[src/include/rv_core_config.svh]
// rv32i multicycle core configuration
// reset vector, register file depth and bus address width

`ifndef RV_CORE_CONFIG_SVH
`define RV_CORE_CONFIG_SVH

// first fetch address after reset
`define RV_RESET_PC 32'h0000_0000

// architectural integer registers
`define RV_REG_COUNT 32

// apb address width
`define RV_ADDR_WIDTH 32

`endif

[src/source/rv_ctrl_pkg.sv]
// control encodings shared by the sequencer and the data path
// alu operations and the operand and writeback selects

package rv_ctrl_pkg;

    typedef enum logic [3:0] {
        ALU_ADD,
        ALU_SUB,
        ALU_AND,
        ALU_OR,
        ALU_XOR,
        ALU_SLT,
        ALU_SLTU,
        ALU_SLL,
        ALU_SRL,
        ALU_SRA
    } alu_fn_t;

    typedef enum logic [1:0] {
        OPA_RS1,
        OPA_PC,
        OPA_ZERO
    } opa_sel_t;

    typedef enum logic [1:0] {
        OPB_RS2,
        OPB_IMM,
        OPB_FOUR
    } opb_sel_t;

    // value written back to rd
    typedef enum logic [1:0] {
        WB_ALU,
        WB_MEM,
        WB_PC4
    } wb_sel_t;

endpackage

[src/source/rv_isa_pkg.sv]
// rv32i instruction set encodings
// major opcodes, funct3 values and the instruction format union

package rv_isa_pkg;

    typedef enum logic [6:0] {
        OP_LUI    = 7'b0110111,
        OP_AUIPC  = 7'b0010111,
        OP_JAL    = 7'b1101111,
        OP_JALR   = 7'b1100111,
        OP_BRANCH = 7'b1100011,
        OP_LOAD   = 7'b0000011,
        OP_STORE  = 7'b0100011,
        OP_IMM    = 7'b0010011,
        OP_REG    = 7'b0110011
    } opcode_t;

    // alu funct3
    localparam logic [2:0] F3_ADD_SUB = 3'b000;
    localparam logic [2:0] F3_SLL     = 3'b001;
    localparam logic [2:0] F3_SLT     = 3'b010;
    localparam logic [2:0] F3_SLTU    = 3'b011;
    localparam logic [2:0] F3_XOR     = 3'b100;
    localparam logic [2:0] F3_SRL_SRA = 3'b101;
    localparam logic [2:0] F3_OR      = 3'b110;
    localparam logic [2:0] F3_AND     = 3'b111;

    // branch funct3, bit 0 inverts the condition
    localparam logic [2:0] F3_BEQ  = 3'b000;
    localparam logic [2:0] F3_BNE  = 3'b001;
    localparam logic [2:0] F3_BLT  = 3'b100;
    localparam logic [2:0] F3_BGE  = 3'b101;
    localparam logic [2:0] F3_BLTU = 3'b110;
    localparam logic [2:0] F3_BGEU = 3'b111;

    typedef union packed {
        struct packed {
            logic [6:0] funct7;
            logic [4:0] rs2;
            logic [4:0] rs1;
            logic [2:0] funct3;
            logic [4:0] rd;
            opcode_t    opcode;
        } r;
        struct packed {
            logic [11:0] imm;
            logic [4:0]  rs1;
            logic [2:0]  funct3;
            logic [4:0]  rd;
            opcode_t     opcode;
        } i;
        struct packed {
            logic [6:0] imm_11_5;
            logic [4:0] rs2;
            logic [4:0] rs1;
            logic [2:0] funct3;
            logic [4:0] imm_4_0;
            opcode_t    opcode;
        } s;
        struct packed {
            logic       imm_12;
            logic [5:0] imm_10_5;
            logic [4:0] rs2;
            logic [4:0] rs1;
            logic [2:0] funct3;
            logic [3:0] imm_4_1;
            logic       imm_11;
            opcode_t    opcode;
        } b;
        struct packed {
            logic [19:0] imm_31_12;
            logic [4:0]  rd;
            opcode_t     opcode;
        } u;
        struct packed {
            logic       imm_20;
            logic [9:0] imm_10_1;
            logic       imm_11;
            logic [7:0] imm_19_12;
            logic [4:0] rd;
            opcode_t    opcode;
        } j;
    } inst_t;

endpackage

[src/source/core_ctrl_if.sv]
// control and status bundle between the sequencer and the data path

`timescale 1ns/10ps

interface core_ctrl_if;
    import rv_isa_pkg::*;
    import rv_ctrl_pkg::*;

    // controls
    alu_fn_t  alu_fn;
    opa_sel_t opa_sel;
    opb_sel_t opb_sel;
    wb_sel_t  wb_sel;
    logic     ir_write;
    logic     mdr_write;
    logic     alu_out_write;
    logic     reg_write;
    logic     fetch;

    // status from the instruction register and alu
    opcode_t    opcode;
    logic [2:0] funct3;
    logic       funct7_5;
    logic       cmp_true;

    modport ctrl (
        output alu_fn, opa_sel, opb_sel, wb_sel,
        output ir_write, mdr_write, alu_out_write, reg_write, fetch,
        input  opcode, funct3, funct7_5, cmp_true
    );

    modport dp (
        input  alu_fn, opa_sel, opb_sel, wb_sel,
        input  ir_write, mdr_write, alu_out_write, reg_write, fetch,
        output opcode, funct3, funct7_5, cmp_true
    );

endinterface

[src/source/alu.sv]
// rv32i alu
// add, subtract, logic, shifts and compares, with a compare flag for branches

`timescale 1ns/10ps

module alu (
    input  rv_ctrl_pkg::alu_fn_t fn,
    input  logic [31:0]          a,
    input  logic [31:0]          b,
    output logic [31:0]          result,
    output logic                 cmp_true
);
    import rv_ctrl_pkg::*;

    logic [4:0] shamt;

    assign shamt = b[4:0];

    always_comb begin
        case (fn)
            ALU_ADD:  result = a + b;
            ALU_SUB:  result = a - b;
            ALU_AND:  result = a & b;
            ALU_OR:   result = a | b;
            ALU_XOR:  result = a ^ b;
            ALU_SLT:  result = {31'd0, $signed(a) < $signed(b)};
            ALU_SLTU: result = {31'd0, a < b};
            ALU_SLL:  result = a << shamt;
            ALU_SRL:  result = a >> shamt;
            ALU_SRA:  result = $unsigned($signed(a) >>> shamt);
            default:  result = a + b;
        endcase
    end

    // set-less-than ops report bit 0, everything else reports equality
    always_comb begin
        if (fn == ALU_SLT || fn == ALU_SLTU) begin
            cmp_true = result[0];
        end else begin
            cmp_true = (result == 32'd0);
        end
    end

endmodule

[src/source/control_fsm.sv]
// multicycle sequencer for the rv32i core
// steps fetch, decode, execute, memory and writeback and runs the apb handshake

`timescale 1ns/10ps

module control_fsm (
    input  logic  clock,
    input  logic  rst_n,
    input  logic  pready,
    output logic  psel,
    output logic  penable,
    output logic  pwrite,
    core_ctrl_if.ctrl ctrl,
    output logic  pc_write,
    output logic  pc_load_target
);
    import rv_isa_pkg::*;
    import rv_ctrl_pkg::*;

    typedef enum logic [2:0] {
        S_RESET,
        S_FETCH_SETUP,
        S_FETCH_ACCESS,
        S_DECODE,
        S_EXECUTE,
        S_MEM_SETUP,
        S_MEM_ACCESS,
        S_WRITEBACK
    } state_t;

    state_t  state;
    state_t  state_next;
    logic    is_load;
    logic    is_store;
    logic    is_jump;
    logic    mem_phase;
    logic    branch_taken;
    alu_fn_t op_fn;
    alu_fn_t br_fn;

    assign is_load   = (ctrl.opcode == OP_LOAD);
    assign is_store  = (ctrl.opcode == OP_STORE);
    assign is_jump   = (ctrl.opcode == OP_JAL) || (ctrl.opcode == OP_JALR);
    assign mem_phase = (state == S_MEM_SETUP) || (state == S_MEM_ACCESS);

    // odd funct3 is the negated compare
    assign branch_taken = ctrl.cmp_true ^ ctrl.funct3[0];

    // apb outputs follow the state only
    assign ctrl.fetch = (state == S_FETCH_SETUP) || (state == S_FETCH_ACCESS);
    assign psel       = ctrl.fetch || mem_phase;
    assign penable    = (state == S_FETCH_ACCESS) || (state == S_MEM_ACCESS);
    assign pwrite     = mem_phase && is_store;

    // register and immediate alu ops
    always_comb begin
        case (ctrl.funct3)
            F3_ADD_SUB: op_fn = (ctrl.opcode == OP_REG && ctrl.funct7_5) ? ALU_SUB : ALU_ADD;
            F3_SLL:     op_fn = ALU_SLL;
            F3_SLT:     op_fn = ALU_SLT;
            F3_SLTU:    op_fn = ALU_SLTU;
            F3_XOR:     op_fn = ALU_XOR;
            F3_SRL_SRA: op_fn = ctrl.funct7_5 ? ALU_SRA : ALU_SRL;
            F3_OR:      op_fn = ALU_OR;
            default:    op_fn = ALU_AND;
        endcase
    end

    // branch compares use subtract for eq and ne and set-less-than for lt and ge
    always_comb begin
        case (ctrl.funct3)
            F3_BLT, F3_BGE:   br_fn = ALU_SLT;
            F3_BLTU, F3_BGEU: br_fn = ALU_SLTU;
            default:          br_fn = ALU_SUB;
        endcase
    end

    always_comb begin
        state_next          = state;
        ctrl.alu_fn         = ALU_ADD;
        ctrl.opa_sel        = OPA_RS1;
        ctrl.opb_sel        = OPB_IMM;
        ctrl.wb_sel         = is_load ? WB_MEM : (is_jump ? WB_PC4 : WB_ALU);
        ctrl.ir_write       = 1'b0;
        ctrl.mdr_write      = 1'b0;
        ctrl.alu_out_write  = 1'b0;
        ctrl.reg_write      = 1'b0;
        pc_write            = 1'b0;
        pc_load_target      = 1'b0;
        case (state)
            S_RESET:       state_next = S_FETCH_SETUP;
            S_FETCH_SETUP: state_next = S_FETCH_ACCESS;
            S_FETCH_ACCESS: begin
                if (pready) begin
                    ctrl.ir_write = 1'b1;
                    pc_write      = 1'b1;
                    state_next    = S_DECODE;
                end
            end
            S_DECODE:      state_next = S_EXECUTE;
            S_EXECUTE: begin
                state_next = S_FETCH_SETUP;
                case (ctrl.opcode)
                    OP_REG, OP_IMM: begin
                        ctrl.alu_fn        = op_fn;
                        ctrl.opb_sel       = (ctrl.opcode == OP_REG) ? OPB_RS2 : OPB_IMM;
                        ctrl.alu_out_write = 1'b1;
                        state_next         = S_WRITEBACK;
                    end
                    OP_LUI, OP_AUIPC: begin
                        ctrl.opa_sel       = (ctrl.opcode == OP_LUI) ? OPA_ZERO : OPA_PC;
                        ctrl.alu_out_write = 1'b1;
                        state_next         = S_WRITEBACK;
                    end
                    OP_LOAD, OP_STORE: begin
                        // effective address into alu_out
                        ctrl.alu_out_write = 1'b1;
                        state_next         = S_MEM_SETUP;
                    end
                    OP_BRANCH: begin
                        ctrl.alu_fn    = br_fn;
                        ctrl.opb_sel   = OPB_RS2;
                        pc_write       = branch_taken;
                        pc_load_target = 1'b1;
                    end
                    OP_JAL, OP_JALR: begin
                        pc_write       = 1'b1;
                        pc_load_target = 1'b1;
                        state_next     = S_WRITEBACK;
                    end
                    default: ;
                endcase
            end
            S_MEM_SETUP:   state_next = S_MEM_ACCESS;
            S_MEM_ACCESS: begin
                if (pready) begin
                    ctrl.mdr_write = is_load;
                    state_next     = is_load ? S_WRITEBACK : S_FETCH_SETUP;
                end
            end
            S_WRITEBACK: begin
                ctrl.reg_write = 1'b1;
                state_next     = S_FETCH_SETUP;
            end
            default:       state_next = S_FETCH_SETUP;
        endcase
    end

    always_ff @(posedge clock or negedge rst_n) begin
        if (!rst_n) begin
            state <= S_RESET;
        end else begin
            state <= state_next;
        end
    end

    // access phase only inside a transfer already selected
    a_penable_needs_psel: assert property (@(posedge clock) disable iff (!rst_n)
        penable |-> (psel && $past(psel)));

    // wait states freeze the access phase
    a_hold_while_waiting: assert property (@(posedge clock) disable iff (!rst_n)
        (penable && !pready) |=> (state == $past(state)));

endmodule

[src/source/datapath.sv]
// rv32i multicycle data path
// instruction and data registers, register file, immediates, alu and muxes

`timescale 1ns/10ps

`include "rv_core_config.svh"

module datapath (
    input  logic        clock,
    input  logic        rst_n,
    core_ctrl_if.dp     dp,
    input  logic [31:0] pc,
    input  logic [31:0] pc_plus4,
    input  logic [31:0] prdata,
    output logic [31:0] mem_addr,
    output logic [31:0] pwdata,
    output logic [31:0] target
);
    import rv_isa_pkg::*;
    import rv_ctrl_pkg::*;

    inst_t       ir;
    logic [31:0] inst_pc;
    logic [31:0] link_pc;
    logic [31:0] mdr;
    logic [31:0] alu_out_q;
    logic [31:0] rs1_q;
    logic [31:0] rs2_q;
    logic [31:0] rs1_rd;
    logic [31:0] rs2_rd;
    logic [31:0] imm;
    logic [31:0] opa;
    logic [31:0] opb;
    logic [31:0] alu_result;
    logic [31:0] wb_data;
    logic [31:0] regs [0:`RV_REG_COUNT-1];

    assign dp.opcode   = ir.r.opcode;
    assign dp.funct3   = ir.r.funct3;
    assign dp.funct7_5 = ir.r.funct7[5];

    // instruction address and link value ride along with the ir
    always_ff @(posedge clock) begin
        if (dp.ir_write) begin
            ir      <= inst_t'(prdata);
            inst_pc <= pc;
            link_pc <= pc_plus4;
        end
        if (dp.mdr_write) begin
            mdr <= prdata;
        end
        if (dp.alu_out_write) begin
            alu_out_q <= alu_result;
        end
        rs1_q <= rs1_rd;
        rs2_q <= rs2_rd;
    end

    // x0 is hardwired to zero in the register file
    assign rs1_rd = (ir.r.rs1 == 5'd0) ? 32'd0 : regs[ir.r.rs1];
    assign rs2_rd = (ir.r.rs2 == 5'd0) ? 32'd0 : regs[ir.r.rs2];

    always_ff @(posedge clock) begin
        if (dp.reg_write && ir.r.rd != 5'd0) begin
            regs[ir.r.rd] <= wb_data;
        end
    end

    always_comb begin
        case (ir.r.opcode)
            OP_STORE:
                imm = {{20{ir.s.imm_11_5[6]}}, ir.s.imm_11_5, ir.s.imm_4_0};
            OP_BRANCH:
                imm = {{19{ir.b.imm_12}}, ir.b.imm_12, ir.b.imm_11,
                       ir.b.imm_10_5, ir.b.imm_4_1, 1'b0};
            OP_LUI, OP_AUIPC:
                imm = {ir.u.imm_31_12, 12'd0};
            OP_JAL:
                imm = {{11{ir.j.imm_20}}, ir.j.imm_20, ir.j.imm_19_12,
                       ir.j.imm_11, ir.j.imm_10_1, 1'b0};
            default:
                imm = {{20{ir.i.imm[11]}}, ir.i.imm};
        endcase
    end

    // jalr is register relative, branches and jal are pc relative
    assign target = ((ir.r.opcode == OP_JALR) ? rs1_q : inst_pc) + imm;

    always_comb begin
        case (dp.opa_sel)
            OPA_RS1: opa = rs1_q;
            OPA_PC:  opa = inst_pc;
            default: opa = 32'd0;
        endcase
        case (dp.opb_sel)
            OPB_RS2: opb = rs2_q;
            OPB_IMM: opb = imm;
            default: opb = 32'd4;
        endcase
        case (dp.wb_sel)
            WB_MEM:  wb_data = mdr;
            WB_PC4:  wb_data = link_pc;
            default: wb_data = alu_out_q;
        endcase
    end

    alu i_alu (
        .fn       (dp.alu_fn),
        .a        (opa),
        .b        (opb),
        .result   (alu_result),
        .cmp_true (dp.cmp_true)
    );

    assign mem_addr = dp.fetch ? pc : alu_out_q;
    assign pwdata   = rs2_q;

    // the x0 entry of the register file never takes a writeback
    a_x0_never_written: assert property (@(posedge clock) disable iff (!rst_n)
        $stable(regs[0]));

endmodule

[src/source/pc_unit.sv]
// program counter register
// steps by four after a fetch or loads a branch or jump target

`timescale 1ns/10ps

`include "rv_core_config.svh"

module pc_unit (
    input  logic        clock,
    input  logic        rst_n,
    input  logic        pc_write,
    input  logic        pc_load_target,
    input  logic [31:0] target,
    output logic [31:0] pc,
    output logic [31:0] pc_plus4
);

    assign pc_plus4 = pc + 32'd4;

    always_ff @(posedge clock or negedge rst_n) begin
        if (!rst_n) begin
            pc <= `RV_RESET_PC;
        end else if (pc_write) begin
            if (pc_load_target) begin
                // jalr drops bit 0 of the sum
                pc <= {target[31:1], 1'b0};
            end else begin
                pc <= pc_plus4;
            end
        end
    end

    // targets from the data path must keep word alignment
    a_pc_aligned: assert property (@(posedge clock) disable iff (!rst_n)
        pc[1:0] == 2'b00);

endmodule

[src/source/rv_core_top.sv]
// rv32i multicycle core with a single apb master port
// shared by instruction fetch and data access

`timescale 1ns/10ps

`include "rv_core_config.svh"

module rv_core_top (
    input  logic                      clock,
    input  logic                      rst_n,
    output logic [`RV_ADDR_WIDTH-1:0] paddr,
    output logic                      psel,
    output logic                      penable,
    output logic                      pwrite,
    output logic [31:0]               pwdata,
    input  logic [31:0]               prdata,
    input  logic                      pready
);

    logic [31:0] pc;
    logic [31:0] pc_plus4;
    logic [31:0] target;
    logic        pc_write;
    logic        pc_load_target;

    core_ctrl_if i_core_ctrl_if ();

    control_fsm i_control_fsm (
        .clock          (clock),
        .rst_n          (rst_n),
        .pready         (pready),
        .psel           (psel),
        .penable        (penable),
        .pwrite         (pwrite),
        .ctrl           (i_core_ctrl_if.ctrl),
        .pc_write       (pc_write),
        .pc_load_target (pc_load_target)
    );

    pc_unit i_pc_unit (
        .clock          (clock),
        .rst_n          (rst_n),
        .pc_write       (pc_write),
        .pc_load_target (pc_load_target),
        .target         (target),
        .pc             (pc),
        .pc_plus4       (pc_plus4)
    );

    datapath i_datapath (
        .clock    (clock),
        .rst_n    (rst_n),
        .dp       (i_core_ctrl_if.dp),
        .pc       (pc),
        .pc_plus4 (pc_plus4),
        .prdata   (prdata),
        .mem_addr (paddr),
        .pwdata   (pwdata),
        .target   (target)
    );

endmodule

[config.mk]
export PLATFORM = sky130hd
export DESIGN_NAME = rv_core_top
export DESIGN_NICKNAME = d
export VERILOG_FILES = /design/src/source/rv_ctrl_pkg.sv /design/src/source/rv_isa_pkg.sv /design/src/source/core_ctrl_if.sv /design/src/source/alu.sv /design/src/source/control_fsm.sv /design/src/source/datapath.sv /design/src/source/pc_unit.sv /design/src/source/rv_core_top.sv
export VERILOG_INCLUDE_DIRS = /design/src /design/src/include
export SDC_FILE = /design/constraint.sdc
export NUM_CORES = 2
export LEC_CHECK = 0
export BUFFER_PORTS_ARGS = -buffer_cell sky130_fd_sc_hd__buf_2
export CAP_MARGIN = 20
export CORE_ASPECT_RATIO = 1.1
export CORE_MARGIN = 2
export CORE_UTILIZATION = 60
export DETAILED_ROUTE_END_ITERATION = 16
export GPL_TIMING_DRIVEN = 0
export PLACE_DENSITY = 0.77
export SYNTH_ARGS = -nofsm -noshare
export SYNTH_HDL_FRONTEND = slang
export SYNTH_SLANG_ARGS = --single-unit
[constraint.sdc]
create_clock -name clock -period 8.4 [get_ports clock]
set_clock_uncertainty 0.1 [all_clocks]
set_input_delay 1.68 -clock clock [delete_from_list [all_inputs] [get_ports clock]]
set_output_delay 1.68 -clock clock [all_outputs]
set_load 0.05 [all_outputs]
==> metrics.md, run 1 <==
| Metric | Value |
|---|---|
| Number of flops mapped to enable cells by yosys | 1181 |
| Clk buf depth | 3 |
| Synth Area in Simple Gates | 0.0698 |
| CTS Sinks | 1279 |
| I/O Pins | 102 |
| Status | did not finish |
| I/O Buffers | approximately 100 |
| Unique masters post-synth | about 120 |
| DIE WIDTH | between 300 and 400 um |
| Synth Cell Area | 69300 um2 |
| Remaining Overflow, GRT | 9 |
| Synth area leader | edfxtp_1 |
| First error | [ERROR GRT-0232] Routing congestion too high. Check the congestion heatmap in the GUI. |
| GPL Wtd Cong | 1.12 |
| Initial Util | 0.606 |
| Post-Syn Area per Cell | 14.6 um2 |
| Post-synthesis compound-gate area fraction | 0.0861 |
| Pre-CTS setup slack | -1680 ps |
| Die H | 360 um |
| Ranking of synthesized cells by area | edfxtp_1 (51%), mux4_2 (21%), ha_1 (2.3%) |
| Post-synthesis cell count | 4739 |
| TritonCTS buffer count | 130 |
| Post-synthesis xor/xnor area fraction | 0.0111 |
| Async SR Flop Fraction | 0.0266 |
| #FFs+latches synth | 1279 |
| Placed cell area | 74700 um2 |
| Ys flop type | edfxtp_1 |
| Tot GR Track Use | 0.707 |
| DP HPWL | 252000 um |
| Synth top area share | 0.512 |
| Adder and majority gate portion of the synthesized area | 0.0240 |
| Row cnt | 130 |
| Multiplexer share of the synthesized area | 0.237 |
| Hold buffer count at CTS | 0 |
| H-Tree Depth | 4 |
| Largest net degree at the start of global routing | a little under 90 |
| CTS root buffer | clkbuf_16 |
| YS warnings | 0 |
| Stopping stage | global routing (5_1_grt) |
| Register area share after synthesis | 0.543 |
| Largest family of logic cells by synthesized area | multiplexers |
[cell usage after synthesis (all sizes together), types with 8 or more instances]
cell type	count
a2111oi	11
nand3	141
o2111ai	13
ha	128
o211ai	43
and2	16
nand2b	27
buf	122
nor3	65
nor4	10
edfxtp	1181
o31ai	24
mux4	640
xnor2	66
and3	28
o21bai	15
nor2	309
xor2	22
nand4	22
nand2	294
o22ai	50
mux2i	105
a211oi	29
or2	8
a21o	26
mux2	86
dfxtp	64
a22oi	30
a21oi	182
a31oi	61
nor2b	53
o221ai	20
a221oi	20
o21a	31
a32oi	36
a311oi	9
dfrtp	34
o21ai	179
inv	163
a41oi	9
or3	23
clkbuf	214
[stage by stage]
stage / instances / TNS (ps)
after floorplan: 4770 / 0
after global placement: 6389 / -120660
after detailed placement: 6527 / -50610
after CTS: 6758 / 0
[layer usage]
layer | GRT overflow | global-route usage
met1 | 0 | 0.742
met2 | 4 | 0.870
met3 | 0 | 0.529
met4 | 5 | 0.656
met5 | 0 | 0.279
[cells by family after synthesis]
group           count (synthesis)
buf+inv                       500
mux                           831
simple gates                 1029
flops                        1279
compound gates                880
other cells                     1
xor+xnor                       88
fa+ha+maj                     131
[repair_timing]
| action | CTS |
|---|---|
| pin swaps | 2 |
| gates resized for setup | 27 |
| setup buffers | 4 |
| setup endpoints to repair | 33 |
==> inputs of run 2 (changes only) <==
--- a/config.mk
+++ b/config.mk
@@ -8,12 +8,11 @@
 export LEC_CHECK = 0
 export BUFFER_PORTS_ARGS = -buffer_cell sky130_fd_sc_hd__buf_2
 export CAP_MARGIN = 20
-export CORE_ASPECT_RATIO = 1.1
 export CORE_MARGIN = 2
-export CORE_UTILIZATION = 60
+export CORE_UTILIZATION = 40
 export DETAILED_ROUTE_END_ITERATION = 16
 export GPL_TIMING_DRIVEN = 0
-export PLACE_DENSITY = 0.77
+export PLACE_DENSITY_LB_ADDON = 0.15
 export SYNTH_ARGS = -nofsm -noshare
 export SYNTH_HDL_FRONTEND = slang
 export SYNTH_SLANG_ARGS = --single-unit
==> metrics.md, run 2 <==
| Metric | Value |
|---|---|
| Worst vdd ir | 0.213 mV |
| DR vias/cell | 6.64 |
| Row cnt | between 150 and 200 |
| Remaining Overflow, GRT | 0 |
| Minimum hold slack | 350 ps |
| Crit path DAT | between 9000 and 10000 ps |
| #FFs+latches synth | about 1300 |
| Final Worst Setup Slack | -20.2 ps |
| Synth Area in Simple Gates | 0.0698 |
| Post-synthesis xor/xnor area fraction | 0.0111 |
| Unique masters post-synth | roughly 120 |
| Vias in the first global route | 48975 |
| Worst path bufs/invs | 6 |
| Crit Path Max Fanout | 10 |
| First-pass GRT wire length | 421000 um |
| Core box area | 172000 um2 |
| DP HPWL | 244000 um |
| Drt first pass iters | 8 |
| I/O Buffers | 101 |
| DIE WIDTH | 420 um |
| Share of layout cells above drive strength 1 | 0.270 |
| Slowest cell on crit path | clkbuf_1 |
| Post-Syn Area per Cell | 14.6 um2 |
| Largest net degree at the start of global routing | between 90 and 100 |
| # DRC | 0 |
| R2r startpoint | i_datapath.ir[21]$_DFFE_PP_ |
| YS warnings | 0 |
| Failing checks | max-slew violations, negative setup slack |
| Hold_sp | i_pc_unit.pc[4]$_DFFE_PN0P_ |
| Synth area leader | edfxtp_1 |
| Worst EP required | 9010 ps |
| WS Path Type | flop to flop |
| Post-synthesis compound-gate area fraction | 0.0861 |
| Number of flops mapped to enable cells by yosys | 1181 |
| Top post-synthesis cells by count | edfxtp_1 (1181), mux4_2 (640), nor2_1 (303) |
| Max-Cap Viols | 0 |
| Adder and majority gate portion of the synthesized area | 0.0240 |
| Initial Util | 0.403 |
| Initial antenna violation count | 14 |
| Status | finished with violations |
| Hold depth | 0 |
| Tcrit/Tclk final | 1.00 |
| Area occupied by multi-input gates | 30700 um2 |
| Iter 0 DRT Violations | 7228 |
| Die H | between 400 and 500 um |
| Antenna-violating nets left | 0 |
| Final hold violation count | 0 |
| Commonest non-fill, non-tap cell in the layout | edfxtp_1 |
| Worst-Skew Late Latency | 810 ps |
| CTS Sinks | 1279 |
| Clock Pin Slew Worst Setup and Hold Paths | 70 ps |
| CTS tree | yes |
| Ranking of synthesized cells by area | edfxtp_1 (51%), mux4_2 (21%), ha_1 (2.3%) |
| Total Power | 0.0213 W |
| Total number of vias | 50451 |
| Minimum clock period | 8420 ps |
| FMAX | 119 MHz |
| Wire per inst | 41.3 um |
| Register area share after synthesis | 0.543 |
| Nets | 5340 |
| Sum of negative setup slack | -60.9 ps |
| Ys flop type | edfxtp_1 |
| Post-synthesis cell count | approximately 4700 |
| H-Tree Depth | 4 |
| Tot GR Track Use | 0.355 |
| Critical R2R Capture | i_pc_unit.pc[17]$_DFFE_PN0P_ |
| Largest register FFs | 1024 |
| Startpoint Class | flop |
| GPL Wtd Cong | 1.09 |
| R2r setup slk | -20 ps |
| Most frequent cells in the layout | edfxtp_1 (1181), mux4_2 (640), nand2_1 (292) |
| Dominant cell by count in the synthesized netlist | edfxtp_1 |
| Clk buf depth | 3 |
| Final wirelength | between 300000 and 400000 um |
| Area grow syn2layout | 17.3% |
| PD cells | 262 nW/um2 |
| Synth Cell Area | approximately 69000 um2 |
| Slew Limit Fails | 4 |
| Async SR Flop Fraction | 0.0266 |
| R2R depth | 25 |
| Worst path most repeated cell | a21oi_1 |
| Hold buffer count at CTS | 0 |
| Register area | 37600 um2 |
| Hold WC Path Type | flop to flop |
| Final setup violation count | 6 |
| CTS root buffer | clkbuf_16 |
| Worst path max stage delay | 950 ps |
| Largest family of logic cells by synthesized area | multiplexers |
| Worst-Margin Slew | 1550 ps |
| Largest delay contributor family on the critical path | buffers and inverters |
| Fillers | 15061 |
| Top reg by flops | i_datapath.regs |
| I/O Pins | ~100 |
| Synth top area share | 0.512 |
| WHS Endpoint | i_datapath.inst_pc[4]$_DFFE_PP_ |
| Die area | 177000 um2 |
| Multiplexer share of the synthesized area | 0.237 |
| RSZ-0062 raised after global routing | no |
| Max-slew headroom | -0.0326 |
| TritonCTS buffer count | about 140 |
| Leak Pwr | 27.2 nW |
| Crit. End Element | flop |
## run 2: how the worst max path moves through the flow
stage / startpoint / to / slack, ps / cells after the start
2_1_floorplan: i_control_fsm.state[0]$_DFFE_PN0P_ / i_control_fsm.state[2]$_DFFE_PN0P_ / 1290 / 7
3_3_place_gp: i_datapath.ir[3]$_DFFE_PP_ / i_control_fsm.state[2]$_DFFE_PN0P_ / -3480 / 6
3_5_place_dp: i_datapath.ir[4]$_DFFE_PP_ / i_pc_unit.pc[15]$_DFFE_PN0P_ / -2280 / 28
4_1_cts: i_datapath.ir[4]$_DFFE_PP_ / i_pc_unit.pc[24]$_DFFE_PN0P_ / 50 / 28
5_1_grt: i_datapath.ir[4]$_DFFE_PP_ / i_pc_unit.pc[17]$_DFFE_PN0P_ / 20 / 28
6_report: i_datapath.ir[21]$_DFFE_PP_ / i_pc_unit.pc[17]$_DFFE_PN0P_ / -20 / 25
## run 2: layout make-up
| class | instances | area share |
|---|---|---|
| Tap cell | 2310 | 0.0356 |
| Multi-Input combinational cell | 2991 | 0.378 |
| Antenna cell | 6 | 0.000185 |
| Buffer | 319 | 0.0168 |
| Timing Repair Buffer | 278 | 0.0427 |
| Sequential cell | 1279 | 0.463 |
| Inverter | 164 | 0.00771 |
| Clock buffer | 177 | 0.0469 |
| Clock inverter | 75 | 0.00922 |
## run 2: cell families (layout without fill, tap and decap cells)
logic type | after synthesis | in the layout
adder cells (fa/ha/maj) | 131 | 131
multiplexers | 831 | 831
flip-flops | 1279 | 1279
XOR/XNOR | 88 | 88
other | 1 | 38
buffers and inverters | 500 | 1013
AND/OR/NAND/NOR | 1029 | 1029
AO/OA/AOI/OAI | 880 | 880
## run 2: through the flow
stage	setup slack, ps	util	cell area, um2	std cells
after global routing	17.4	0.473	81300	7598
after CTS	48.9	0.471	80900	7580
after floorplan	1290	-	69400	4770
after global placement	-3480	0.423	72800	7181
final	-20.2	0.473	81300	7599
after detailed placement	-2280	0.443	76200	7336
## run 2: where the power goes
part           internal [W]  switching [W]
Clock               0.00357        0.00266
Sequential          0.00727       0.000367
Combinational       0.00233        0.00507
## run 2: layer usage
metal / routed length, um / up-vias / track usage
li1: - / 20066 / -
met1: 116000 / 26349 / 0.444
met2: 146000 / 3196 / 0.561
met3: 26800 / 832 / 0.0731
met4: 24800 / 8 / 0.231
met5: 59 / - / 0
## run 2: worst reg2reg max path, cell delays in order (launching register included)
cell,delay (ps)
edfxtp_1,320
clkbuf_1,880
buf_1,480
clkbuf_1,950
a21oi_1,240
nand2_1,370
o21a_1,210
inv_1,70
ha_1,260
a21o_1,170
a21oi_1,130
o221ai_1,210
a211oi_1,630
or2_2,270
o21a_1,110
a21oi_1,90
or4_4,640
nand4bb_1,230
nor4_2,420
and4_2,450
a2111o_2,220
nand3_4,120
nor2_4,130
buf_6,190
buf_8,200
mux2i_1,220
## run 2: what timing repair did
item                                    4_1_cts  5_1_grt
gates cloned                                  0        0
buffers inserted                              1        6
endpoints found under the hold margin         0        0
pin swaps                                     0        5
resized for setup                            34       33
endpoints found under the setup margin       39       31
Power figures use the tool's default switching activity.
